[config.mk]
export PLATFORM = sky130hd
export DESIGN_NAME = tdc_readout_top
export DESIGN_NICKNAME = d
export VERILOG_FILES = /design/src/host_pkg.sv /design/src/tdc_pkg.sv /design/src/host_cmd_decode.sv /design/src/tdc_spi_master.sv /design/src/tdc_measure_ctrl.sv /design/src/result_fifo_serializer.sv /design/src/tdc_readout_top.sv
export VERILOG_INCLUDE_DIRS = /design/src /design/src/src
export SDC_FILE = /design/constraint.sdc
export NUM_CORES = 1
export LEC_CHECK = 0
export CAP_MARGIN = 20
export CORE_MARGIN = 1.5
export CORE_UTILIZATION = 35
export DETAILED_ROUTE_END_ITERATION = 6
export DONT_BUFFER_PORTS = 1
export PLACE_DENSITY = 0.48
export SLEW_MARGIN = 15
export SYNTH_ARGS = -nofsm -noshare
export SYNTH_HDL_FRONTEND = slang
export SYNTH_SLANG_ARGS = --single-unit
[constraint.sdc]
create_clock -name clk -period 15.3 [get_ports clk]
set_clock_uncertainty 0.05 [all_clocks]
set_input_delay 3.06 -clock clk [delete_from_list [all_inputs] [get_ports clk]]
set_output_delay 3.06 -clock clk [all_outputs]
set_load 0.02 [all_outputs]
[src/tdc_macros.svh]
`default_nettype none

`ifndef TDC_MACROS_SVH
`define TDC_MACROS_SVH

// system clocks per SPI half period, 3 gives about 8 MHz sck at 50 MHz
`define TDC_SPI_CLK_DIV 3

`define FIFO_ADDR_W 3       // 8 records
`define REC_SYNC 8'hA5      // leads every record toward the host

// cycles to wait for intb before the record is marked as timed out
`define INTB_TIMEOUT 2000

`define REF_CLK_DIV 4       // ref clock half period in system clocks

`endif

`default_nettype wire

[src/host_pkg.sv]
`default_nettype none

package host_pkg;

  // one host byte, read as a control op or a burst setting
  // bit 7 picks the view
  typedef union packed {
    struct packed {
      logic       is_cfg;   // 0 here
      logic [2:0] op;
      logic [3:0] rsvd;
    } ctrl;
    struct packed {
      logic       is_cfg;   // 1 here
      logic [6:0] count;    // burst length, 0 means 1
    } cfg;
  } host_cmd_u;

  localparam logic [2:0] OP_ENABLE     = 3'd1;
  localparam logic [2:0] OP_DISABLE    = 3'd2;
  localparam logic [2:0] OP_PLAY       = 3'd3;
  localparam logic [2:0] OP_PAUSE      = 3'd4;
  localparam logic [2:0] OP_SOFT_RESET = 3'd5;   // codes 0, 6, 7 are ignored

endpackage

`default_nettype wire

[src/tdc_pkg.sv]
`default_nettype none

package tdc_pkg;

  // time result registers of the TDC chip
  localparam logic [5:0] TDC_REG_TIME1 = 6'h10;
  localparam logic [5:0] TDC_REG_TIME2 = 6'h11;

  // read frame is one command byte then three data bytes, msb first
  localparam int TDC_FRAME_BYTES = 4;

  localparam int TDC_TIME_W = 24;

  // stored in both fields when intb never falls
  localparam logic [TDC_TIME_W-1:0] TDC_TIME_TIMEOUT = {TDC_TIME_W{1'b1}};

endpackage

`default_nettype wire

[src/host_cmd_decode.sv]
`timescale 1ns/1ps
`default_nettype none

module host_cmd_decode (
  input  wire        clk,
  input  wire        rst,
  input  wire  [7:0] rx_data,
  input  wire        new_rx_data,
  output logic       tdc_enable,
  output logic       play,
  output logic       pause,
  output logic       soft_reset,
  output logic [6:0] burst_len
);
  import host_pkg::*;

  host_cmd_u cmd;

  assign cmd = host_cmd_u'(rx_data);

  always_ff @(posedge clk) begin
    // pulses last one cycle
    play       <= 1'b0;
    pause      <= 1'b0;
    soft_reset <= 1'b0;
    if (rst) begin
      tdc_enable <= 1'b0;
      burst_len  <= 7'd1;
    end else if (new_rx_data) begin
      if (cmd.cfg.is_cfg) begin
        burst_len <= (cmd.cfg.count == 7'd0) ? 7'd1 : cmd.cfg.count;
      end else begin
        case (cmd.ctrl.op)
          OP_ENABLE:  tdc_enable <= 1'b1;
          OP_DISABLE: tdc_enable <= 1'b0;
          OP_PLAY:    play <= 1'b1;
          OP_PAUSE:   pause <= 1'b1;
          OP_SOFT_RESET: begin
            soft_reset <= 1'b1;
            burst_len  <= 7'd1;   // enable level is kept
          end
          default: ;
        endcase
      end
    end
  end

endmodule

`default_nettype wire

[src/tdc_spi_master.sv]
`timescale 1ns/1ps
`default_nettype none

module tdc_spi_master #(
  parameter int CLK_DIV = 3
) (
  input  wire        clk,
  input  wire        rst,
  input  wire        start,
  input  wire        last,
  input  wire  [7:0] data_in,
  output logic [7:0] data_out,
  output logic       busy,
  output logic       new_data,
  output logic       sck,
  output logic       mosi,
  input  wire        miso,
  output logic       cs_n
);
  localparam int DIV_W = $clog2(CLK_DIV + 1);

  localparam logic [1:0] ST_IDLE = 2'd0;
  localparam logic [1:0] ST_LEAD = 2'd1;  // one cycle of mosi setup
  localparam logic [1:0] ST_XFER = 2'd2;

  logic [1:0]       state;
  logic [DIV_W-1:0] div_cnt;
  logic [3:0]       half_cnt;   // 16 sck half periods per byte
  logic [7:0]       shreg;
  logic             rx_bit;
  logic             last_q;

  assign busy     = (state != ST_IDLE);
  assign data_out = shreg;
  assign mosi     = shreg[7];

  always_ff @(posedge clk) begin
    new_data <= 1'b0;
    if (rst) begin
      state    <= ST_IDLE;
      sck      <= 1'b0;
      cs_n     <= 1'b1;
      div_cnt  <= '0;
      half_cnt <= '0;
      last_q   <= 1'b0;
    end else begin
      case (state)
        ST_IDLE: if (start) begin
          shreg  <= data_in;
          last_q <= last;
          cs_n   <= 1'b0;     // no change if the frame is already open
          state  <= ST_LEAD;
        end
        ST_LEAD: begin
          div_cnt  <= '0;
          half_cnt <= '0;
          state    <= ST_XFER;
        end
        ST_XFER: begin
          if (div_cnt == DIV_W'(CLK_DIV - 1)) begin
            div_cnt  <= '0;
            sck      <= ~sck;
            half_cnt <= half_cnt + 4'd1;
            if (!sck) rx_bit <= miso;                // rising edge, sample
            else shreg <= {shreg[6:0], rx_bit};      // falling edge, shift
            if (half_cnt == 4'd15) begin
              new_data <= 1'b1;
              state    <= ST_IDLE;
              if (last_q) cs_n <= 1'b1;
            end
          end else begin
            div_cnt <= div_cnt + 1'b1;
          end
        end
        default: state <= ST_IDLE;
      endcase
    end
  end

endmodule

`default_nettype wire

[src/tdc_measure_ctrl.sv]
`timescale 1ns/1ps
`include "tdc_macros.svh"
`default_nettype none

module tdc_measure_ctrl (
  input  wire         clk,
  input  wire         rst,
  input  wire         tdc_enable,
  input  wire         play,
  input  wire         pause,
  input  wire         soft_reset,
  input  wire   [6:0] burst_len,
  input  wire         fifo_full,
  output logic        start_signal,
  input  wire         tdc_intb,
  output logic        ref_clock,
  output logic        spi_start,
  output logic        spi_last,
  output logic  [7:0] spi_data_in,
  input  wire   [7:0] spi_data_out,
  input  wire         spi_busy,
  input  wire         spi_new_data,
  output logic        fifo_wr,
  output logic [2*tdc_pkg::TDC_TIME_W-1:0] rec_data
);
  import tdc_pkg::*;

  localparam int TMR_W = $clog2(`INTB_TIMEOUT);
  localparam int REF_W = $clog2(`REF_CLK_DIV + 1);
  localparam logic [1:0] LAST_BYTE = 2'(TDC_FRAME_BYTES - 1);

  localparam logic [2:0] S_IDLE       = 3'd0;
  localparam logic [2:0] S_WAIT_INT   = 3'd1;
  localparam logic [2:0] S_SPI_SEND   = 3'd2;
  localparam logic [2:0] S_SPI_WAIT   = 3'd3;
  localparam logic [2:0] S_CLOSE      = 3'd4;  // end an open SPI frame after abort
  localparam logic [2:0] S_CLOSE_WAIT = 3'd5;

  logic [2:0]       state;
  logic [6:0]       remaining;
  logic [TMR_W-1:0] timer;
  logic [1:0]       byte_cnt;
  logic             reg_sel;   // 0 TIME1, 1 TIME2
  logic             cs_open;   // cs_n stays low after the current byte
  logic [REF_W-1:0] ref_cnt;
  logic             abort;
  logic             meas_busy;

  assign abort     = soft_reset || !tdc_enable;
  assign meas_busy = state inside {S_WAIT_INT, S_SPI_SEND, S_SPI_WAIT};

  always_ff @(posedge clk) begin
    start_signal <= 1'b0;
    spi_start    <= 1'b0;
    fifo_wr      <= 1'b0;
    if (rst) begin
      state     <= S_IDLE;
      remaining <= '0;
      timer     <= '0;
      byte_cnt  <= '0;
      reg_sel   <= 1'b0;
    end else begin
      case (state)
        S_IDLE: begin
          // fifo_full lags a write by one cycle
          if (remaining != 7'd0 && !abort && !fifo_full && !fifo_wr) begin
            start_signal <= 1'b1;
            remaining    <= remaining - 7'd1;
            timer        <= '0;
            state        <= S_WAIT_INT;
          end
        end
        S_WAIT_INT: begin
          if (!tdc_intb) begin
            byte_cnt <= '0;
            reg_sel  <= 1'b0;
            state    <= S_SPI_SEND;
          end else if (timer == TMR_W'(`INTB_TIMEOUT - 1)) begin
            rec_data <= {TDC_TIME_TIMEOUT, TDC_TIME_TIMEOUT};
            fifo_wr  <= 1'b1;
            state    <= S_IDLE;
          end else begin
            timer <= timer + 1'b1;
          end
        end
        S_SPI_SEND: if (!spi_busy) begin
          spi_start   <= 1'b1;
          spi_last    <= (byte_cnt == LAST_BYTE);
          spi_data_in <= (byte_cnt == 2'd0) ?
                         {2'b00, reg_sel ? TDC_REG_TIME2 : TDC_REG_TIME1} : 8'h00;
          state       <= S_SPI_WAIT;
        end
        S_SPI_WAIT: if (spi_new_data) begin
          if (byte_cnt != 2'd0) rec_data <= {rec_data[$bits(rec_data)-9:0], spi_data_out};
          if (byte_cnt == LAST_BYTE) begin
            byte_cnt <= '0;
            if (reg_sel) begin
              fifo_wr <= 1'b1;   // rec_data now {time1, time2}
              state   <= S_IDLE;
            end else begin
              reg_sel <= 1'b1;
              state   <= S_SPI_SEND;
            end
          end else begin
            byte_cnt <= byte_cnt + 2'd1;
            state    <= S_SPI_SEND;
          end
        end
        S_CLOSE: if (!spi_busy) begin
          if (cs_open) begin
            spi_start   <= 1'b1;
            spi_last    <= 1'b1;
            spi_data_in <= 8'h00;
            state       <= S_CLOSE_WAIT;
          end else begin
            state <= S_IDLE;
          end
        end
        S_CLOSE_WAIT: if (spi_new_data) state <= S_IDLE;
        default: state <= S_IDLE;
      endcase

      if (abort && meas_busy) begin
        state     <= S_CLOSE;
        spi_start <= 1'b0;
        fifo_wr   <= 1'b0;   // partial record is dropped
      end
      if (abort || pause) remaining <= '0;  // pause lets the current one finish
      else if (play) remaining <= burst_len;
    end
  end

  always_ff @(posedge clk) begin
    if (rst) cs_open <= 1'b0;
    else if (spi_start) cs_open <= !spi_last;
  end

  always_ff @(posedge clk) begin
    if (rst || !tdc_enable) begin
      ref_cnt   <= '0;
      ref_clock <= 1'b0;
    end else if (ref_cnt == REF_W'(`REF_CLK_DIV - 1)) begin
      ref_cnt   <= '0;
      ref_clock <= ~ref_clock;
    end else begin
      ref_cnt <= ref_cnt + 1'b1;
    end
  end

endmodule

`default_nettype wire

[src/result_fifo_serializer.sv]
`timescale 1ns/1ps
`include "tdc_macros.svh"
`default_nettype none

module result_fifo_serializer (
  input  wire        clk,
  input  wire        rst,
  input  wire        flush,
  input  wire        fifo_wr,
  input  wire  [2*tdc_pkg::TDC_TIME_W-1:0] rec_data,
  output logic       fifo_full,
  output logic       fifo_empty,
  output logic [7:0] tx_data,
  output logic       new_tx_data,
  input  wire        tx_busy
);
  localparam int AW    = `FIFO_ADDR_W;
  localparam int DEPTH = 1 << AW;
  localparam int REC_W = $bits(rec_data);
  localparam logic [2:0] LAST_STEP = 3'd6;   // sync byte plus six data bytes

  logic [REC_W-1:0] mem [DEPTH];
  logic [AW:0]      wr_ptr;     // extra bit tells full from empty
  logic [AW:0]      rd_ptr;
  logic [REC_W-1:0] out_rec;
  logic             active;     // record popped, bytes left to send
  logic [2:0]       step;

  assign fifo_empty = (wr_ptr == rd_ptr);
  assign fifo_full  = (wr_ptr[AW] != rd_ptr[AW]) && (wr_ptr[AW-1:0] == rd_ptr[AW-1:0]);

  always_ff @(posedge clk) begin
    if (fifo_wr && !fifo_full) mem[wr_ptr[AW-1:0]] <= rec_data;
  end

  always_ff @(posedge clk) begin
    new_tx_data <= 1'b0;
    if (rst || flush) begin
      wr_ptr <= '0;
      rd_ptr <= '0;
      active <= 1'b0;
      step   <= '0;
    end else begin
      if (fifo_wr && !fifo_full) wr_ptr <= wr_ptr + 1'b1;

      if (!active) begin
        if (!fifo_empty) begin
          out_rec <= mem[rd_ptr[AW-1:0]];
          rd_ptr  <= rd_ptr + 1'b1;
          active  <= 1'b1;
          step    <= '0;
        end
      end else if (!tx_busy && !new_tx_data) begin
        // skip the cycle after a strobe so tx_busy can rise
        new_tx_data <= 1'b1;
        if (step == 3'd0) begin
          tx_data <= `REC_SYNC;
        end else begin
          tx_data <= out_rec[REC_W-1 -: 8];   // msb first
          out_rec <= {out_rec[REC_W-9:0], 8'h00};
        end
        if (step == LAST_STEP) active <= 1'b0;
        else step <= step + 3'd1;
      end
    end
  end

endmodule

`default_nettype wire

[src/tdc_readout_top.sv]
`timescale 1ns/1ps
`include "tdc_macros.svh"
`default_nettype none

module tdc_readout_top (
  input  wire       clk,
  input  wire       rst,
  input  wire [7:0] rx_data,
  input  wire       new_rx_data,
  output wire [7:0] tx_data,
  output wire       new_tx_data,
  input  wire       tx_busy,
  output wire       tdc_sck,
  output wire       tdc_mosi,
  input  wire       tdc_miso,
  output wire       tdc_cs_n,
  output wire       tdc_enable,
  output wire       tdc_ref_clock,
  output wire       tdc_start_signal,
  input  wire       tdc_intb,
  output wire       fifo_full,
  output wire       fifo_empty
);
  import tdc_pkg::*;

  logic                    play;
  logic                    pause;
  logic                    soft_reset;   // also flushes the result FIFO
  logic [6:0]              burst_len;
  logic                    spi_start;
  logic                    spi_last;
  logic [7:0]              spi_data_in;
  logic [7:0]              spi_data_out;
  logic                    spi_busy;
  logic                    spi_new_data;
  logic                    fifo_wr;
  logic [2*TDC_TIME_W-1:0] rec_data;

  host_cmd_decode u_decode (
    .clk(clk), .rst(rst),
    .rx_data(rx_data), .new_rx_data(new_rx_data),
    .tdc_enable(tdc_enable), .play(play), .pause(pause),
    .soft_reset(soft_reset), .burst_len(burst_len)
  );

  tdc_measure_ctrl u_measure (
    .clk(clk), .rst(rst),
    .tdc_enable(tdc_enable), .play(play), .pause(pause),
    .soft_reset(soft_reset), .burst_len(burst_len), .fifo_full(fifo_full),
    .start_signal(tdc_start_signal), .tdc_intb(tdc_intb), .ref_clock(tdc_ref_clock),
    .spi_start(spi_start), .spi_last(spi_last), .spi_data_in(spi_data_in),
    .spi_data_out(spi_data_out), .spi_busy(spi_busy), .spi_new_data(spi_new_data),
    .fifo_wr(fifo_wr), .rec_data(rec_data)
  );

  tdc_spi_master #(.CLK_DIV(`TDC_SPI_CLK_DIV)) u_spi (
    .clk(clk), .rst(rst),
    .start(spi_start), .last(spi_last), .data_in(spi_data_in),
    .data_out(spi_data_out), .busy(spi_busy), .new_data(spi_new_data),
    .sck(tdc_sck), .mosi(tdc_mosi), .miso(tdc_miso), .cs_n(tdc_cs_n)
  );

  result_fifo_serializer u_result (
    .clk(clk), .rst(rst), .flush(soft_reset),
    .fifo_wr(fifo_wr), .rec_data(rec_data),
    .fifo_full(fifo_full), .fifo_empty(fifo_empty),
    .tx_data(tx_data), .new_tx_data(new_tx_data), .tx_busy(tx_busy)
  );

endmodule

`default_nettype wire

==> Yosys cells after proc, flatten, opt, wreduce, memory -nomap -nowiden <==
Memory sizes are Yosys's and may differ from the RTL's. A register that Yosys moved wholly into a read port is not among the register bits.
Cells that the tools add are included.
{ "op_classes": {"n_mux": 95, "addsub": 9, "reduce_logical": 64, "n_bitwise": 11, "eq_ne": 49} }
{ "ops": {"columns": ["cell", "count"], "rows": [
  ["2-to-1 mux 48 bit", 8],
  ["case mux 48 bit (2 select lines)", 1],
  ["2-to-1 mux 8 bit", 6],
  ["2-to-1 mux 3 bit", 15],
  ["2-to-1 mux 7 bit", 6],
  ["2-to-1 mux 11 bit", 3],
  ["case mux 8 bit (2 select lines)", 2],
  ["2-to-1 mux 1 bit", 31],
  ["!= test 2 bit, second input constant", 12],
  ["case mux 11 bit (2 select lines)", 1],
  ["nonzero test 2 bit", 11],
  ["2-to-1 mux 2 bit", 9],
  ["!= test 2 x 1 -> 1 bit, second input constant", 9],
  ["case mux 3 bit (6 select lines)", 1],
  ["AND reduction 6 bit", 3],
  ["AND reduction 4 bit", 4],
  ["== test 3 x 2 -> 1 bit, second input constant", 5],
  ["== test 3 bit, second input constant", 5],
  ["AND reduction 3 bit", 5],
  ["AND reduction 5 bit", 3],
  ["adder 4 x 1 -> 4 bit, second input constant", 3],
  ["case mux 1 bit (2 select lines)", 6],
  ["AND reduction 2 bit", 6],
  ["adder 11 x 1 -> 11 bit, second input constant", 1],
  ["other kinds (31)", 72]
]} }
{ "word_totals": {"ff_bits": 190, "memories": 1, "wordCells": 265, "ramBits": 384} }
{ "mem_list": {"columns": ["name", "depth", "width", "read_ports", "rd_ports_with_merged_regs", "write_ports", "line_no", "rtl"], "rows": [
  ["u_result.mem", 8, 48, 1, 1, 1, "result_fifo_serializer.sv:22", "logic [REC_W-1:0] mem [DEPTH];"]
]} }

==> Longest topological paths before layout <==
{ "logic_depth": {"depth_word": 9, "ltp_mapped": 8, "ltp_nobuf": 7} }

==> Hierarchy <==
A second synthesis with hierarchy kept.
{ "unflattened": {"hier_cells": 1232, "area_unflattened_um2": 22266.4} }
{ "modules_own_cells": {"columns": ["mod", "seq_area_each_um2", "instances", "area_each_um2", "cells_each"], "rows": [
  ["result_fifo_serializer", 13533.0, 1, 17249.0, 785],
  ["tdc_measure_ctrl", 2172.1, 1, 3577.2, 316],
  ["tdc_spi_master", 510.5, 1, 1027.2, 94],
  ["host_cmd_decode", 220.2, 1, 412.9, 37]
]} }

==> Least setup slack after synthesis <==
Ideal clock, no wire load.
{ "synth_path": {"kind": "input-to-reg", "start": "input port tdc_intb", "end": "register u_measure.rec_data[0] (netlist name), enable pin", "slack_ns": 8.822, "t_arrival_ns": 5.958, "path_stages": 3, "setup_time_ns": 0.469, "path_cell_list": "nand2_2 > or4_4 > a21oi_1"} }
{ "synth_between": {"elab_chain_cells": 2} }
{ "synth_lines": {"columns": ["element", "line_no", "rtl"], "rows": [
  ["start: declaration", "tdc_readout_top.sv:20", "input wire tdc_intb,"],
  ["!= test 2 bit (no source line)", null, null],
  ["AND reduction 6 bit (no source line)", null, null],
  ["end signal: assignment", "tdc_measure_ctrl.sv:79", "rec_data <= {TDC_TIME_TIMEOUT, TDC_TIME_TIMEOUT};"],
  ["end signal: assignment", "tdc_measure_ctrl.sv:94", "if (byte_cnt != 2'd0) rec_data <= {rec_data[$bits(rec_data)-9:0], spi_data_out};"],
  ["end: declaration", "tdc_measure_ctrl.sv:24", "output logic [2*tdc_pkg::TDC_TIME_W-1:0] rec_data"]
]} }
No other way between the ends.
A chain may end at the register's enable or synchronous reset.

==> Final worst setup path <==
{ "layout_path": {"start": "register u_result.wr_ptr[1]", "end": "output port fifo_full"} }
{ "layout_between": {"elab_chain_cells": 2} }
{ "layout_lines": {"columns": ["element", "line_no", "rtl"], "rows": [
  ["start: declaration", "result_fifo_serializer.sv:23", "logic [AW:0] wr_ptr;"],
  ["start signal: assignment", "result_fifo_serializer.sv:44", "if (fifo_wr && !fifo_full) wr_ptr <= wr_ptr + 1'b1;"],
  ["== test 3 bit", "result_fifo_serializer.sv:30", "assign fifo_full = (wr_ptr[AW] != rd_ptr[AW]) && (wr_ptr[AW-1:0] == rd_ptr[AW-1:0]);"],
  ["logical AND 1 bit", "result_fifo_serializer.sv:30", null],
  ["end: declaration", "tdc_readout_top.sv:21", "output wire fifo_full,"]
]} }
No other way between the ends.

==> flow_summary.ini <==
[finish]
diodes = 0
final_layout_size_suffix_gt1_share_pct = 17.4
area_growth_syn_to_layout_pct = 12.6
finish.net_count = 1302
final_core_utilization_pct = 39.7
layout.cells.non_filler = 2164

[cts]
cts_setup_buffers = 0
cts-resized-gates = 0
cts_root_buf = sky130_fd_sc_hd__clkbuf_16
worstSkewPairLatency_ps = 610
clock_path_buffers = 3
clock_tree_from_tritoncts = yes
cts.htree.levels = 2
hold_fix_buffers_cts = 0
clock_sink_count = 571
numCtsBuffers = 58
clk_pin_slew_worst_paths_ps = 60

[setup_path]
ff2ff_setup_slack_ps = 11890
end_kind = output port
critical_path.cell_chain = xnor2_1 -> nand4_2 -> inv_1
critPathMaxStageDelay_ps = 430
cp_data_required_time_ps = 12190
worst_setup_path_start_kind = flop
worst_ep_arrival_time_ps = 2010
critical_path.max_fanout = 9
timing.setup.critical_path_class = reg2out
cpMaxStageDelayCell = sky130_fd_sc_hd__xnor2_1

[floorplanning]
chipWidth_um = 255
floorplan.rows = 92
placeableCoreArea_um2 = 62900
starting_density_of_the_core_pct = 35.3
ioPinCount = 31
die_h_um = 255
die_area_um2 = 64900

[routing]
wl_per_cell_um = 20.8
detail_route.first_pass.iterations = 5
number_of_nets_with_antenna_violations_after_routing = 0
drcViolationCount = 0
via_count = 10800
drt-vias-per-instance = 4.98
drt-initial-drc-count = 729
finalWirelength_um = 45100

[timing]
max_freq_mhz = 195
max_slew_margin_pct = 29.8
worst_hold_slack_ps = 375
finalHoldViolCount = 0
slew_viol_final = 0
finalSetupViolations = 0
worst_slew_pin_slew_ps = 1050
min_period_ps = 5120
unrepaired_setup_endpoints_after_global_routing = no
timing.setup.tns_ps = 0
finalCritPeriodShare_pct = 33.5

[power]
p_leak_nw = 7.39
switching_share_pct = 23.7
pwr_density_cell_nw_per_um2 = 140
pwr-share-comb_pct = 11.1
power.share.sequential_pct = 51.0
portion_of_total_power_attributed_to_the_clock_network_pct = 37.9
ir_drop_uv = 75.6
cell_internal_pwr_mw = 2.68
power.total_mw = 3.51
switchingPower_mw = 0.830

[synth]
synth_cells = 1261
yosys_cell_types = 64
netlist.top_cell.by_area = sky130_fd_sc_hd__edfxtp_1
post_synth.cell_area_avg_um2 = 17.6
ys_dominant_reg_cell = sky130_fd_sc_hd__edfxtp_1
synth_nets = 1290
synth-edff-count = 500
ys_seq_area_share_pct = 74.1
synth_top_cell_area_share_pct = 67.7
combined_area_of_all_synthesized_cells_um2 = 22200
synthArstFlopShare_pct = 0
synth-seq-cells = 571
synth.top_cells.by_area = sky130_fd_sc_hd__edfxtp_1 68%, sky130_fd_sc_hd__mux4_2 9.7%, sky130_fd_sc_hd__dfxtp_1 6.4%, sky130_fd_sc_hd__mux2i_1 2.4%, sky130_fd_sc_hd__or3_1 1.4%
synth.yosys.warnings = 0

[flow_run]
max-cap-violations = 0

[place]
dp.final_hpwl_um = 21700
dpl.cell_count = 2058
gp_congestion = 0.724
numPortBuffers = 0

[global_route]
globalRoute.totalOverflow = 0
globalRouteTotalUtil_pct = 14.2
grt_pass1_wl_um = 69000
initial_antenna_violation_count = 1
grt_max_degree = 65
number_of_global_route_vias_before_repair = 11300

[status]
run_status = finished, final reports clean

[worst_hold_path]
hp-class = reg2reg
critical path, delay by kind of cell (launching register included):
family        cells  cell delay [ps]
buf+inv           1              280
xor+xnor          1              430
flops             1              390
simple gates      1              310
cell families after synthesis:
| logic type | count (synthesis) | synth area share (%) |
|---|---|---|
| fa+ha+maj | 15 | 0.846 |
| simple gates | 291 | 6.78 |
| mux | 152 | 12.3 |
| compound gates | 126 | 3.54 |
| buf+inv | 84 | 1.56 |
| flops | 571 | 74.1 |
| xor+xnor | 22 | 0.902 |
metrics by stage:
step | area, µm² | worst slack, ps
6_report | 25000 | 10180
5_1_grt | 25000 | 10010
4_1_cts | 25000 | 10120
3_5_place_dp | 23200 | 10340
3_3_place_gp | 23200 | 10350
2_1_floorplan | 22200 | 8820
power groups by stage:
stage	clock network (mW)	registers, mW	logic (mW)
final	1.33	1.79	0.391
after global routing	1.43	1.80	0.432
after detailed placement	0	1.83	0.402
after global placement	0	1.83	0.402
after floorplan	0	1.78	0.352
after CTS	1.37	1.79	0.402
placed cells by master (no fill, tap or decap), drive strengths merged, types with 23 or more instances in the layout:
cell	synthesis	layout
dfxtp	71	71
nand2	68	68
o21ai	56	56
mux4	96	96
clkinv	0	23
edfxtp	500	500
mux2i	53	53
clkbuf	43	81
a21oi	29	29
nor2	66	66
or3	50	50
final cells by class:
type	count	area [µm²]
clock inverter	25	173
fill	5758	37900
timing repair buffer	18	133
sequential	571	16500
inverter	18	67.6
multi-input combinational	606	5490
clock buffer	80	1610
tap	846	1060
Yosys cell counts, types with 13 or more instances:
| master | count |
|---|---|
| sky130_fd_sc_hd__buf_2 | 13 |
| sky130_fd_sc_hd__a21oi_1 | 28 |
| sky130_fd_sc_hd__mux2i_1 | 53 |
| sky130_fd_sc_hd__clkbuf_1 | 43 |
| sky130_fd_sc_hd__nor2_1 | 66 |
| sky130_fd_sc_hd__xnor2_1 | 13 |
| sky130_fd_sc_hd__nand2b_1 | 14 |
| sky130_fd_sc_hd__nand3_1 | 15 |
| sky130_fd_sc_hd__nand2_1 | 67 |
| sky130_fd_sc_hd__ha_1 | 15 |
| sky130_fd_sc_hd__inv_1 | 18 |
| sky130_fd_sc_hd__mux4_2 | 96 |
| sky130_fd_sc_hd__or3_1 | 50 |
| sky130_fd_sc_hd__edfxtp_1 | 500 |
| sky130_fd_sc_hd__nor3_1 | 19 |
| sky130_fd_sc_hd__o21ai_0 | 55 |
| sky130_fd_sc_hd__dfxtp_1 | 71 |
routing by layer:
layer	GRT usage, %	routed length (µm)	vias to the layer above
met5	0	0	-
met4	4.31	848	0
met3	2.36	1620	59
met1	19.8	21100	5575
li1	-	-	4992
met2	22.8	21500	160
path summary, 6_finish.rpt:
| check | from | to | depth (start not counted) |
|---|---|---|---|
| setup / recovery | u_result.wr_ptr[1] | fifo_full | 3 |
| hold / removal | u_measure.ref_cnt[0] | u_measure.ref_cnt[0] | 1 |
| setup reg to reg | flop | u_result.out_rec[46] | 5 |
| hold reg to reg | u_measure.ref_cnt[0] | u_measure.ref_cnt[0] | 1 |
registers in the layout (all words and copies together), names as in the netlist, 2 cells and up, named ones only:
register / flops
u_measure.remaining: 7
u_spi.half_cnt: 4
u_measure.ref_cnt: 3
u_result.step: 3
u_result.rd_ptr: 4
u_measure.byte_cnt: 2
u_measure.rec_data: 48
u_spi.div_cnt: 2
u_spi.data_out: 8
u_measure.timer: 11
u_measure.state: 3
u_measure.spi_data_in: 2
u_result.out_rec: 48
u_decode.burst_len: 7
u_result.wr_ptr: 4
u_result.tx_data: 8
u_result.mem: 384
u_spi.state: 2
Power figures use the tool's default switching activity.
